$ cat config.mk
export PLATFORM = sky130hd
export DESIGN_NAME = dacSubsystem
export DESIGN_NICKNAME = d
export VERILOG_FILES = /design/src/design/dacCtrlPkg.sv /design/src/design/dacFramePkg.sv /design/src/design/dacCommandBuilder.sv /design/src/design/dacLtc2624Model.sv /design/src/design/dacSpiSerializer.sv /design/src/design/dacSubsystem.sv /design/src/design/dacWordFifo.sv
export SDC_FILE = /design/constraint.sdc
export NUM_CORES = 1
export LEC_CHECK = 0
export BUFFER_PORTS_ARGS = -buffer_cell sky130_fd_sc_hd__buf_2
export CAP_MARGIN = 20
export CORE_ASPECT_RATIO = 1.75
export CORE_MARGIN = 1.5
export CORE_UTILIZATION = 50
export DETAILED_ROUTE_END_ITERATION = 10
export HOLD_SLACK_MARGIN = 0.05
export PLACE_DENSITY = 0.69
export SYNTH_ARGS = -nofsm -noshare
export SYNTH_HDL_FRONTEND = slang
export SYNTH_SLANG_ARGS = --single-unit
$ cat constraint.sdc
create_clock -name DAC_CLR -period 4.7 [get_ports DAC_CLR]
set_clock_uncertainty 0.2 [all_clocks]
set_input_delay 0.47 -clock DAC_CLR [delete_from_list [all_inputs] [get_ports DAC_CLR]]
set_output_delay 0.47 -clock DAC_CLR [all_outputs]
set_load 0.1 [all_outputs]
$ cat src/design/dacCtrlPkg.sv
package dacCtrlPkg;

	//////////////////////////////
	// Default build constants
	//////////////////////////////

	// Frames the buffer can hold between builder and serializer
	localparam int defFifoDepth = 4;

	// System clock cycles per half period of the serial clock
	// One full sck period takes twice this
	localparam int defSckHalfPeriod = 2;

endpackage

$ cat src/design/dacFramePkg.sv
package dacFramePkg;

	//////////////////////////////
	// Frame geometry
	//////////////////////////////

	// Bits clocked into the converter per transfer
	localparam int frameBits = 32;

	// Field widths of one frame
	localparam int cmdBits = 4;
	localparam int addrBits = 4;
	localparam int valueBits = 12;

	//////////////////////////////
	// Command and address codes
	//////////////////////////////

	// Write and update immediately, the only command acted on
	localparam logic [cmdBits-1:0] cmdWriteUpdate = 4'b0011;

	// Single channels and the broadcast code
	localparam logic [addrBits-1:0] addrA = 4'b0000;
	localparam logic [addrBits-1:0] addrB = 4'b0001;
	localparam logic [addrBits-1:0] addrC = 4'b0010;
	localparam logic [addrBits-1:0] addrD = 4'b0011;
	localparam logic [addrBits-1:0] addrAll = 4'b1111;

	// One frame word, seen either as a shift vector or as fields
	// Field view from the MSB down, padding on both ends
	typedef union packed {
		logic [frameBits-1:0] raw;
		struct packed {
			logic [7:0] dontCareHi;
			logic [cmdBits-1:0] command;
			logic [addrBits-1:0] address;
			logic [valueBits-1:0] value;
			logic [3:0] dontCareLo;
		} fields;
	} dacFrame;

endpackage

$ cat src/design/dacCommandBuilder.sv
`timescale 1ns/1ps

module dacCommandBuilder (
	input logic DAC_CLR,
	input logic reseted,
	input logic writeStrobe,
	input logic [3:0] writeAddress,
	input logic [3:0] writeCommand,
	input logic [11:0] writeValue,
	output logic busy,
	output logic push,
	output dacFramePkg::dacFrame pushFrame,
	input logic full
);

	// One frame waiting to enter the FIFO
	logic pending;
	dacFramePkg::dacFrame frameReg;

	// A strobe is taken only when nothing is held
	logic accept;

	assign accept = writeStrobe && !pending;

	//////////////////////////////
	// Pending flag
	//////////////////////////////

	// Set by an accepted strobe, cleared once the FIFO takes the frame
	always_ff @(posedge DAC_CLR) begin
		if (reseted) begin
			pending <= 1'b0;
		end else if (!pending) begin
			pending <= writeStrobe;
		end else if (!full) begin
			pending <= 1'b0;
		end
	end

	// Frame assembly from the host fields
	// Padding bits are forced to zero
	always_ff @(posedge DAC_CLR) begin
		if (accept) begin
			frameReg.fields.dontCareHi <= '0;
			frameReg.fields.command <= writeCommand;
			frameReg.fields.address <= writeAddress;
			frameReg.fields.value <= writeValue;
			frameReg.fields.dontCareLo <= '0;
		end
	end

	// Host must hold further writes while a frame waits
	assign busy = pending;

	// Push as soon as the FIFO has room
	assign push = pending && !full;
	assign pushFrame = frameReg;

endmodule

$ cat src/design/dacLtc2624Model.sv
`timescale 1ns/1ps

module dacLtc2624Model (
	input logic DAC_CLR,
	input logic reseted,
	input logic spiSck,
	input logic dacCs,
	input logic spiMosi,
	output logic [11:0] channelA,
	output logic [11:0] channelB,
	output logic [11:0] channelC,
	output logic [11:0] channelD,
	output logic frameDone,
	output logic frameError
);

	// One extra bit separates an overrun from exactly frameBits
	localparam int cntWidth = $clog2(dacFramePkg::frameBits) + 1;

	// Registered copies of the serial control lines
	logic sckPrev;
	logic csPrev;

	// Edge strobes
	logic sckRise;
	logic csRise;

	dacFramePkg::dacFrame frameReg;
	logic [cntWidth-1:0] bitCnt;

	// Frame checks
	logic countOk;
	logic addrOk;
	logic cmdOk;
	logic frameOk;

	assign sckRise = spiSck && !sckPrev;
	assign csRise = dacCs && !csPrev;

	//////////////////////////////
	// Serial receiver
	//////////////////////////////

	// CS idles high, so its copy resets high to avoid a false end of frame
	always_ff @(posedge DAC_CLR) begin
		if (reseted) begin
			sckPrev <= 1'b0;
			csPrev <= 1'b1;
		end else begin
			sckPrev <= spiSck;
			csPrev <= dacCs;
		end
	end

	// Bit counter cleared while deselected
	// Saturates one past a full frame, so long bursts cannot wrap back to 32
	always_ff @(posedge DAC_CLR) begin
		if (reseted || dacCs) begin
			bitCnt <= '0;
		end else if (sckRise && bitCnt != cntWidth'(dacFramePkg::frameBits + 1)) begin
			bitCnt <= bitCnt + cntWidth'(1);
		end
	end

	// Data enters at the LSB, so the first bit ends up at the MSB
	always_ff @(posedge DAC_CLR) begin
		if (sckRise && !dacCs) begin
			frameReg.raw <= {frameReg.raw[dacFramePkg::frameBits-2:0], spiMosi};
		end
	end

	//////////////////////////////
	// Frame check
	//////////////////////////////

	assign countOk = (bitCnt == cntWidth'(dacFramePkg::frameBits));
	assign cmdOk = (frameReg.fields.command == dacFramePkg::cmdWriteUpdate);

	always_comb begin
		case (frameReg.fields.address)
			dacFramePkg::addrA,
			dacFramePkg::addrB,
			dacFramePkg::addrC,
			dacFramePkg::addrD,
			dacFramePkg::addrAll: addrOk = 1'b1;
			default: addrOk = 1'b0;
		endcase
	end

	assign frameOk = countOk && addrOk && cmdOk;

	// Status pulses and channel update all land on the cycle after CS rises
	always_ff @(posedge DAC_CLR) begin
		if (reseted) begin
			frameDone <= 1'b0;
			frameError <= 1'b0;
			channelA <= '0;
			channelB <= '0;
			channelC <= '0;
			channelD <= '0;
		end else begin
			frameDone <= csRise;
			frameError <= csRise && !frameOk;
			if (csRise && frameOk) begin
				// Broadcast writes every channel
				if (frameReg.fields.address == dacFramePkg::addrA ||
						frameReg.fields.address == dacFramePkg::addrAll) begin
					channelA <= frameReg.fields.value;
				end
				if (frameReg.fields.address == dacFramePkg::addrB ||
						frameReg.fields.address == dacFramePkg::addrAll) begin
					channelB <= frameReg.fields.value;
				end
				if (frameReg.fields.address == dacFramePkg::addrC ||
						frameReg.fields.address == dacFramePkg::addrAll) begin
					channelC <= frameReg.fields.value;
				end
				if (frameReg.fields.address == dacFramePkg::addrD ||
						frameReg.fields.address == dacFramePkg::addrAll) begin
					channelD <= frameReg.fields.value;
				end
			end
		end
	end

endmodule

$ cat src/design/dacSpiSerializer.sv
`timescale 1ns/1ps

module dacSpiSerializer #(
	parameter int sckHalfPeriod = 2
) (
	input logic DAC_CLR,
	input logic reseted,
	output logic pop,
	input dacFramePkg::dacFrame popFrame,
	input logic empty,
	output logic spiSck,
	output logic dacCs,
	output logic spiMosi
);

	// Divider also times the gap, so it must reach twice the half period
	localparam int divWidth = $clog2(2 * sckHalfPeriod);
	localparam int bitWidth = $clog2(dacFramePkg::frameBits);

	// State encodings
	localparam logic [1:0] stateIdle = 2'd0;
	localparam logic [1:0] stateSelect = 2'd1;
	localparam logic [1:0] stateShift = 2'd2;
	localparam logic [1:0] stateGap = 2'd3;

	logic [1:0] state;
	logic [divWidth-1:0] divCnt;
	logic [bitWidth-1:0] bitCnt;
	logic sckReg;
	logic csReg;
	dacFramePkg::dacFrame shiftReg;

	// Divider and bit position terminal counts
	logic halfDone;
	logic gapDone;
	logic lastBit;

	assign halfDone = (divCnt == divWidth'(sckHalfPeriod - 1));
	assign gapDone = (divCnt == divWidth'(2 * sckHalfPeriod - 1));
	assign lastBit = (bitCnt == bitWidth'(dacFramePkg::frameBits - 1));

	// Take the head frame on the first idle cycle with data
	assign pop = (state == stateIdle) && !empty;

	//////////////////////////////
	// Transfer FSM
	//////////////////////////////

	// Select is the first low half period, so MOSI settles before the first rise
	// Shift runs the remaining 63 half periods, then CS rises with sck low
	always_ff @(posedge DAC_CLR) begin
		if (reseted) begin
			state <= stateIdle;
			divCnt <= '0;
			bitCnt <= '0;
			sckReg <= 1'b0;
			csReg <= 1'b1;
		end else begin
			case (state)
				stateIdle: begin
					if (!empty) begin
						state <= stateSelect;
						csReg <= 1'b0;
						divCnt <= '0;
						bitCnt <= '0;
					end
				end
				stateSelect: begin
					if (halfDone) begin
						divCnt <= '0;
						sckReg <= 1'b1;
						state <= stateShift;
					end else begin
						divCnt <= divCnt + divWidth'(1);
					end
				end
				stateShift: begin
					if (halfDone) begin
						divCnt <= '0;
						if (!sckReg) begin
							sckReg <= 1'b1;
						end else if (lastBit) begin
							// End of the high phase of bit 0
							sckReg <= 1'b0;
							csReg <= 1'b1;
							state <= stateGap;
						end else begin
							sckReg <= 1'b0;
							bitCnt <= bitCnt + bitWidth'(1);
						end
					end else begin
						divCnt <= divCnt + divWidth'(1);
					end
				end
				default: begin
					// Minimum CS high time between frames
					if (gapDone) begin
						divCnt <= '0;
						state <= stateIdle;
					end else begin
						divCnt <= divCnt + divWidth'(1);
					end
				end
			endcase
		end
	end

	// Shift register, loaded on pop and moved on each falling sck
	always_ff @(posedge DAC_CLR) begin
		if (pop) begin
			shiftReg <= popFrame;
		end else if (state == stateShift && halfDone && sckReg && !lastBit) begin
			shiftReg.raw <= {shiftReg.raw[dacFramePkg::frameBits-2:0], 1'b0};
		end
	end

	assign spiSck = sckReg;
	assign dacCs = csReg;
	// Line rests low outside a transfer
	assign spiMosi = csReg ? 1'b0 : shiftReg.raw[dacFramePkg::frameBits-1];

endmodule

$ cat src/design/dacSubsystem.sv
`timescale 1ns/1ps

module dacSubsystem #(
	parameter int fifoDepth = dacCtrlPkg::defFifoDepth,
	parameter int sckHalfPeriod = dacCtrlPkg::defSckHalfPeriod
) (
	input logic DAC_CLR,
	input logic reseted,
	input logic writeStrobe,
	input logic [3:0] writeAddress,
	input logic [3:0] writeCommand,
	input logic [11:0] writeValue,
	output logic busy,
	output logic spiSck,
	output logic dacCs,
	output logic spiMosi,
	output logic [11:0] channelA,
	output logic [11:0] channelB,
	output logic [11:0] channelC,
	output logic [11:0] channelD,
	output logic frameDone,
	output logic frameError
);

	//////////////////////////////
	// Internal links
	//////////////////////////////

	// Builder to FIFO
	logic push;
	logic full;
	dacFramePkg::dacFrame pushFrame;

	// FIFO to serializer
	logic pop;
	logic empty;
	dacFramePkg::dacFrame popFrame;

	// Producer of frames from host strobes
	dacCommandBuilder builder (
		.DAC_CLR(DAC_CLR),
		.reseted(reseted),
		.writeStrobe(writeStrobe),
		.writeAddress(writeAddress),
		.writeCommand(writeCommand),
		.writeValue(writeValue),
		.busy(busy),
		.push(push),
		.pushFrame(pushFrame),
		.full(full)
	);

	// Frame buffer
	dacWordFifo #(
		.fifoDepth(fifoDepth)
	) fifo (
		.DAC_CLR(DAC_CLR),
		.reseted(reseted),
		.push(push),
		.pushFrame(pushFrame),
		.full(full),
		.pop(pop),
		.popFrame(popFrame),
		.empty(empty)
	);

	// SPI master
	dacSpiSerializer #(
		.sckHalfPeriod(sckHalfPeriod)
	) serializer (
		.DAC_CLR(DAC_CLR),
		.reseted(reseted),
		.pop(pop),
		.popFrame(popFrame),
		.empty(empty),
		.spiSck(spiSck),
		.dacCs(dacCs),
		.spiMosi(spiMosi)
	);

	// Converter model on the same serial lines that leave the block
	dacLtc2624Model dac (
		.DAC_CLR(DAC_CLR),
		.reseted(reseted),
		.spiSck(spiSck),
		.dacCs(dacCs),
		.spiMosi(spiMosi),
		.channelA(channelA),
		.channelB(channelB),
		.channelC(channelC),
		.channelD(channelD),
		.frameDone(frameDone),
		.frameError(frameError)
	);

endmodule

$ cat src/design/dacWordFifo.sv
`timescale 1ns/1ps

module dacWordFifo #(
	parameter int fifoDepth = 4
) (
	input logic DAC_CLR,
	input logic reseted,
	input logic push,
	input dacFramePkg::dacFrame pushFrame,
	output logic full,
	input logic pop,
	output dacFramePkg::dacFrame popFrame,
	output logic empty
);

	// Pointer and occupancy widths
	localparam int ptrWidth = (fifoDepth > 1) ? $clog2(fifoDepth) : 1;
	localparam int cntWidth = $clog2(fifoDepth + 1);

	// Frame storage
	dacFramePkg::dacFrame mem [fifoDepth];

	logic [ptrWidth-1:0] wrPtr;
	logic [ptrWidth-1:0] rdPtr;
	logic [cntWidth-1:0] count;

	// Requests that can actually be served
	logic doPush;
	logic doPop;

	assign doPush = push && !full;
	assign doPop = pop && !empty;

	//////////////////////////////
	// Pointers and occupancy
	//////////////////////////////

	// Pointers wrap at fifoDepth so any depth works
	always_ff @(posedge DAC_CLR) begin
		if (reseted) begin
			wrPtr <= '0;
			rdPtr <= '0;
			count <= '0;
		end else begin
			if (doPush) begin
				wrPtr <= (wrPtr == ptrWidth'(fifoDepth - 1)) ? '0 : wrPtr + ptrWidth'(1);
			end
			if (doPop) begin
				rdPtr <= (rdPtr == ptrWidth'(fifoDepth - 1)) ? '0 : rdPtr + ptrWidth'(1);
			end
			// Simultaneous push and pop leaves count unchanged
			case ({doPush, doPop})
				2'b10: count <= count + cntWidth'(1);
				2'b01: count <= count - cntWidth'(1);
				default: count <= count;
			endcase
		end
	end

	// Storage write
	always_ff @(posedge DAC_CLR) begin
		if (doPush) begin
			mem[wrPtr] <= pushFrame;
		end
	end

	// Head word shown without a read cycle
	assign popFrame = mem[rdPtr];

	assign full = (count == cntWidth'(fifoDepth));
	assign empty = (count == '0);

endmodule

# After elaboration in Yosys (flattened, before gate mapping)
# Memory sizes are Yosys's and may differ from the RTL's. A register that Yosys moved wholly into a read port is not among the register bits.
# Cells that the tools add are included.
# op_classes
n_addsub,7
n_eq_ne,23
mux,38
reduce_logical,47
# ops
cell,n
32-bit 2-to-1 mux,2
2-bit 2-to-1 mux,13
5-bit 2-to-1 mux,4
1-bit logical AND,16
1-bit 2-to-1 mux,13
"4-bit by 2-bit equality test with 1-bit output, second input constant",3
"2-bit equality test, second input constant",5
5-bit one-hot mux with 2 select lines,1
5-bit AND reduction,2
1-bit logical NOT,8
"2-bit by 1-bit inequality test with 1-bit output, second input constant",4
2-bit AND reduction,4
2-bit nonzero test,4
"2-bit by 1-bit adder with 2-bit output, second input constant",3
"6-bit by 1-bit adder with 6-bit output, second input constant",1
"2-bit by 1-bit equality test with 1-bit output, second input constant",3
"6-bit equality test, second input constant",1
"6-bit inequality test, second input constant",1
2-bit one-hot mux with 3 select lines,1
3-bit one-hot mux with 2 select lines,1
6-bit AND reduction,1
"5-bit by 1-bit adder with 5-bit output, second input constant",1
"5-bit equality test, second input constant",1
1-bit logical OR,5
other kinds (15),17
# totals
reg_bits,153
ram_bits,80
in_bits,23
output_inout_bits,54
word_cells,137
n_memories,1
# mem_list
memory,words,width,read_ports,rd_clocked_by_memory_dff,write_ports,line_no,source
fifo.mem,4,20,1,1,1,dacWordFifo.sv:21,dacFramePkg::dacFrame mem [fifoDepth];

# Depth between registers and ports, before layout
# logic_depth
depth_word,7
depth_mapped,11
depth_no_buf,10

# Hierarchy
# Synthesis repeated with hierarchy kept, for this count alone.
# unflattened
cells_unflattened,668
hier_area_um2,11169.5
# modules_own_cells
mod,instances,cells_each,area_per_inst_um2,seq_area_each_um2
dacWordFifo,1,221,5102.4,4023.9
dacLtc2624Model,1,258,3248.1,1881.8
dacSpiSerializer,1,151,2077.0,1181.1
dacCommandBuilder,1,38,742.0,620.6

# Worst setup path before layout
# Ideal clock, no wire load.
# synth_path
path_type,register -> register
from,"register serializer.sckReg, in the netlist serializer.spiSck"
to,register dac.frameReg[0] in the netlist's numbering (enable)
setup_time_ps,405
arrival_time_ps,2382
t_required_ps,4095
setup_slack_ps,1713
path_stages_with_launch,4
path_buffers,1
period_less_slack_ps,2987
path_cell_list,dfxtp_1 clkbuf_1 nand2b_1 nor2_1
# synth_via
elab_chain_cells,2
# synth_rtl
element,line_no,source
from (decl),dacSpiSerializer.sv:29,logic sckReg;
from (signal assigned),dacSpiSerializer.sv:56,sckReg <= 1'b0;
from (signal assigned),dacSpiSerializer.sv:71,sckReg <= 1'b1;
from (signal assigned),dacSpiSerializer.sv:81,sckReg <= 1'b1;
1-bit logical AND,dacLtc2624Model.sv:37,assign sckRise = spiSck && !sckPrev;
1-bit logical AND,dacLtc2624Model.sv:67,if (sckRise && !dacCs) begin
to (decl),dacLtc2624Model.sv:28,dacFramePkg::dacFrame frameReg;
# No other way between the ends.
# A chain may end at the register's enable or synchronous reset.

# Worst setup path in the final report
# layout_path
from,register serializer.state[0]
to,register fifo.count[2]
# layout_via
elab_chain_cells,5
elab_cells_between_ends,7
classes_between,2 x eq/ne; 1 x mux; 4 x reduce/logical
# layout_rtl
element,line_no,source
from (decl),dacSpiSerializer.sv:26,logic [1:0] state;
from (signal assigned),dacSpiSerializer.sv:53,state <= stateIdle;
from (signal assigned),dacSpiSerializer.sv:62,state <= stateSelect;
from (signal assigned),dacSpiSerializer.sv:72,state <= stateShift;
2-bit logical NOT (*),dacSpiSerializer.sv:43,assign pop = (state == stateIdle) && !empty;
1-bit logical AND (*),dacSpiSerializer.sv:43,
1-bit logical AND (*),dacWordFifo.sv:32,assign doPop = pop && !empty;
via fifo.doPop,dacWordFifo.sv:29,logic doPop;
2-bit by 1-bit equality test with 1-bit output or 2-bit equality test (tied branches),dacWordFifo.sv:52,"case ({doPush, doPop})"
3-bit one-hot mux with 2 select lines or 2-bit nonzero test (tied branches),--,
to (signal assigned),dacWordFifo.sv:53,2'b10: count <= count + cntWidth'(1);
to (signal assigned),dacWordFifo.sv:54,2'b01: count <= count - cntWidth'(1);
to (signal assigned),dacWordFifo.sv:55,default: count <= count;
to (decl),dacWordFifo.sv:25,logic [cntWidth-1:0] count;
# Mark *: on every way through the listed nets, which the timed path passes. The rest lies on a longest branch.

==> impl_metrics.py <==
metrics = {
    "outcome": {
        "status": "complete, no violations",
    },
    "sta": {
        "fin_crit_sh_pct": 59.3,
        "final_max_slew_viol_count": 0,
        "max_clock_freq_mhz": 359,
        "setup-tns-final_ns": 0,
        "relSlewSlack_pct": 28.5,
        "setup_viol": 0,
        "period_needed_ns": 2.79,
        "tightest_slew_ns": 1.07,
        "rsz0062_at_grt": "false",
        "hold_viol": 0,
    },
    "setup_path": {
        "path_common_cell": "inv_1",
        "path_cells": "inv_1 -> ha_1 -> o31ai_4 -> buf_4 -> inv_1 -> ha_1 -> inv_1 -> fa_1 -> xor2_1 -> or3_1 -> a21oi_1",
        "worstSetupPathType": "reg -> reg",
        "cp.required_ns": 4.92,
        "cpMaxStageDelayCell": "fa_1",
        "critPathCaptureType": "register",
        "cp-start-kind": "register",
        "crit_family": "adder cells",
        "cpPeakStageDelay_ns": 0.38,
        "critPathMaxFanout": 35,
        "critPathBufInv": 4,
        "worstPathArrival_ns": 3.01,
    },
    "clock_tree": {
        "cts-htree-levels": 1,
        "cts_resized": 0,
        "clock_latency_ns": 0.50,
        "cts_tree": "done",
        "cts_buffers": 21,
        "clock_sinks": 231,
        "post_cts_buffers": 0,
        "clk_path_buf_depth": 3,
        "path_clk_slew_ns": 0.07,
        "postCtsHoldBufs": 21,
        "cts_root_buf": "clkbuf_16",
    },
    "grt": {
        "grt_overflow_total": 0,
        "grt_pass1_wl_microns": 24700,
        "antenna_found_initial": 0,
        "grt_pass1_vias": 5062,
        "grt_usage_pct": 16.2,
        "grt_max_degree": 82,
    },
    "drt": {
        "wl_per_cell_microns": 16.3,
        "drt_drc_violations_left": 0,
        "avgViaCountPerCell": 5.18,
        "vias": 4789,
        "first_pass_iters": 4,
        "postRouteAntennaNets": 0,
        "routed_wl_microns": 15100,
        "drtIter0Drc": 147,
    },
    "logic_synthesis": {
        "ys_ff_latch": 231,
        "ys.flop_type": "edfxtp_1",
        "avgSynthCellArea_sq_um": 15.7,
        "synthArstFlopShare_pct": 0,
        "syn_nets": 615,
        "ys_seq_area_share_pct": 68.4,
        "synth_top_area_share_pct": 50.8,
        "syn_area_sq_um": 8980,
        "synth_edf_count": 152,
        "ys.warnings.count": 0,
        "synth_area_leader_cell": "edfxtp_1",
        "synthTopCellsByArea": "edfxtp_1, dfxtp_1, mux2i_1",
        "synth_cells": 573,
        "yosysUniqueCellTypes": 49,
    },
    "power_and_ir_drop": {
        "p_sw_share_pct": 26.4,
        "power_density_nw_per_um2": 534,
        "leakage_uw": 0.00379,
        "clkPwrFrac_pct": 33.3,
        "power_frac_seq_pct": 47.0,
        "peakVddDrop_v": 0.000382,
        "internal_power_uw": 4170,
        "power_uw": 5670,
        "p_comb_share_pct": 19.7,
        "power.switching_uw": 1500,
    },
    "layout": {
        "nets": 720,
        "fill_cells": 1295,
        "multi_input_area_sq_um": 2660,
        "layout_commonest_cell": "edfxtp_1",
        "antenna_cells": 0,
        "regArea_sq_um": 6150,
        "fin_cells": 924,
        "final_cell_mix": "edfxtp_1, dfxtp_1, buf_2",
        "area_growth_pct": 18.2,
        "drive_gt1_share_pct": 24.7,
        "final_util_pct": 60.6,
        "finalInstanceArea_sq_um": 10600,
    },
    "place": {
        "dp.cells": 860,
        "io_buffers": 76,
        "place_congestion": 0.801,
        "place_area_sq_um": 9550,
        "hpwl_microns": 9630,
    },
    "die": {
        "start_util_pct": 51.2,
        "die_area_sq_um": 18800,
        "core_sq_um": 17500,
        "die_w_microns": 104,
        "num_rows": 64,
        "die_h_microns": 180,
        "io_pins": 77,
    },
    "flow_run": {
        "max_cap_violations": 0,
    },
    "hold_path": {
        "min_path_type": "in -> reg",
    },
}
[cells in the mapped netlist (3+ instances only)]
library cell    n
buf_6           3
and2_1         12
edfxtp_1      152
mux2i_1        52
inv_1          15
clkbuf_1       14
mux2_2         18
and3_1          3
o21ai_0         4
ha_1           18
nand2b_1       66
nor3_1          5
mux4_2         20
nand2_1        10
buf_2           4
xnor2_1         4
nor2_1         22
xor2_1          4
dfxtp_1        79
a21oi_1        13
nand3_1        10
nor2b_1         8
a211oi_1        5
nand4_1         3
[state kept, by name, summed over array words and instances, names as in the netlist, 2 cells and up, named ones only]
register,count
builder.pushFrame,20
dac.bitCnt,6
dac.channelA,12
dac.channelB,12
dac.channelC,12
dac.channelD,12
dac.frameReg,24
fifo.count,3
fifo.mem,80
fifo.rdPtr,2
fifo.wrPtr,2
serializer.bitCnt,5
serializer.divCnt,2
serializer.shiftReg,28
serializer.state,2
[power groups by stage]
stage               Sequential, uW  Clock (uW)  Combinational (uW)
detailed placement            2710           0                1100
floorplan                     2720           0                 834
global placement              2700           0                1060
global route                  2700        2010                1230
finish                        2660        1890                1120
CTS                           2670        1930                1120
[metal layers]
layer	wire [microns]	GRT usage [%]
met5	0	0
met4	276	4.78
met3	560	2.64
met2	8270	31.3
met1	6000	18.0
[stage by stage]
step           setup slack, ns  hold slack (ns)
2_1_floorplan             1.71            0.200
3_3_place_gp              2.03            0.218
3_5_place_dp              1.90            0.217
4_1_cts                   1.89            0.233
5_1_grt                   1.75            0.231
6_report                  1.91            0.219
[final cells by class]
type,instances,area share [%]
timing repair buffer,105,6.64
tap,231,2.72
inverter,15,0.530
multi-input combinational,304,25.0
clock inverter,15,2.23
clock buffer,23,5.02
sequential,231,57.9
[kinds of logic (layout without fill, tap and decap cells)]
logic type	Yosys count	after routing	share of synthesized area, %
xor gates and xnor gates	8	8	0.780
DFF	231	231	68.4
adders and majority gates	19	19	2.73
and+or+nand+nor	153	153	10.3
AOI/OAI and AO/OA	34	34	2.63
buffers and inverters	38	158	2.08
muxes	90	90	13.1
[final timing paths]
check / startpoint / endpoint / slack (ns) / cells past startpoint
worst max-delay path: serializer.state[0] / fifo.count[2] / 1.91 / 11
worst min-delay path: reseted / serializer.divCnt[1] / 0.22 / 2
worst max register to register: serializer.state[0] / fifo.count[2] / 1.91 / 11
worst min register to register: dac.frameReg[3] / dac.frameReg[4] / 0.23 / 0
Note: power is estimated with default switching activity, not from simulation.
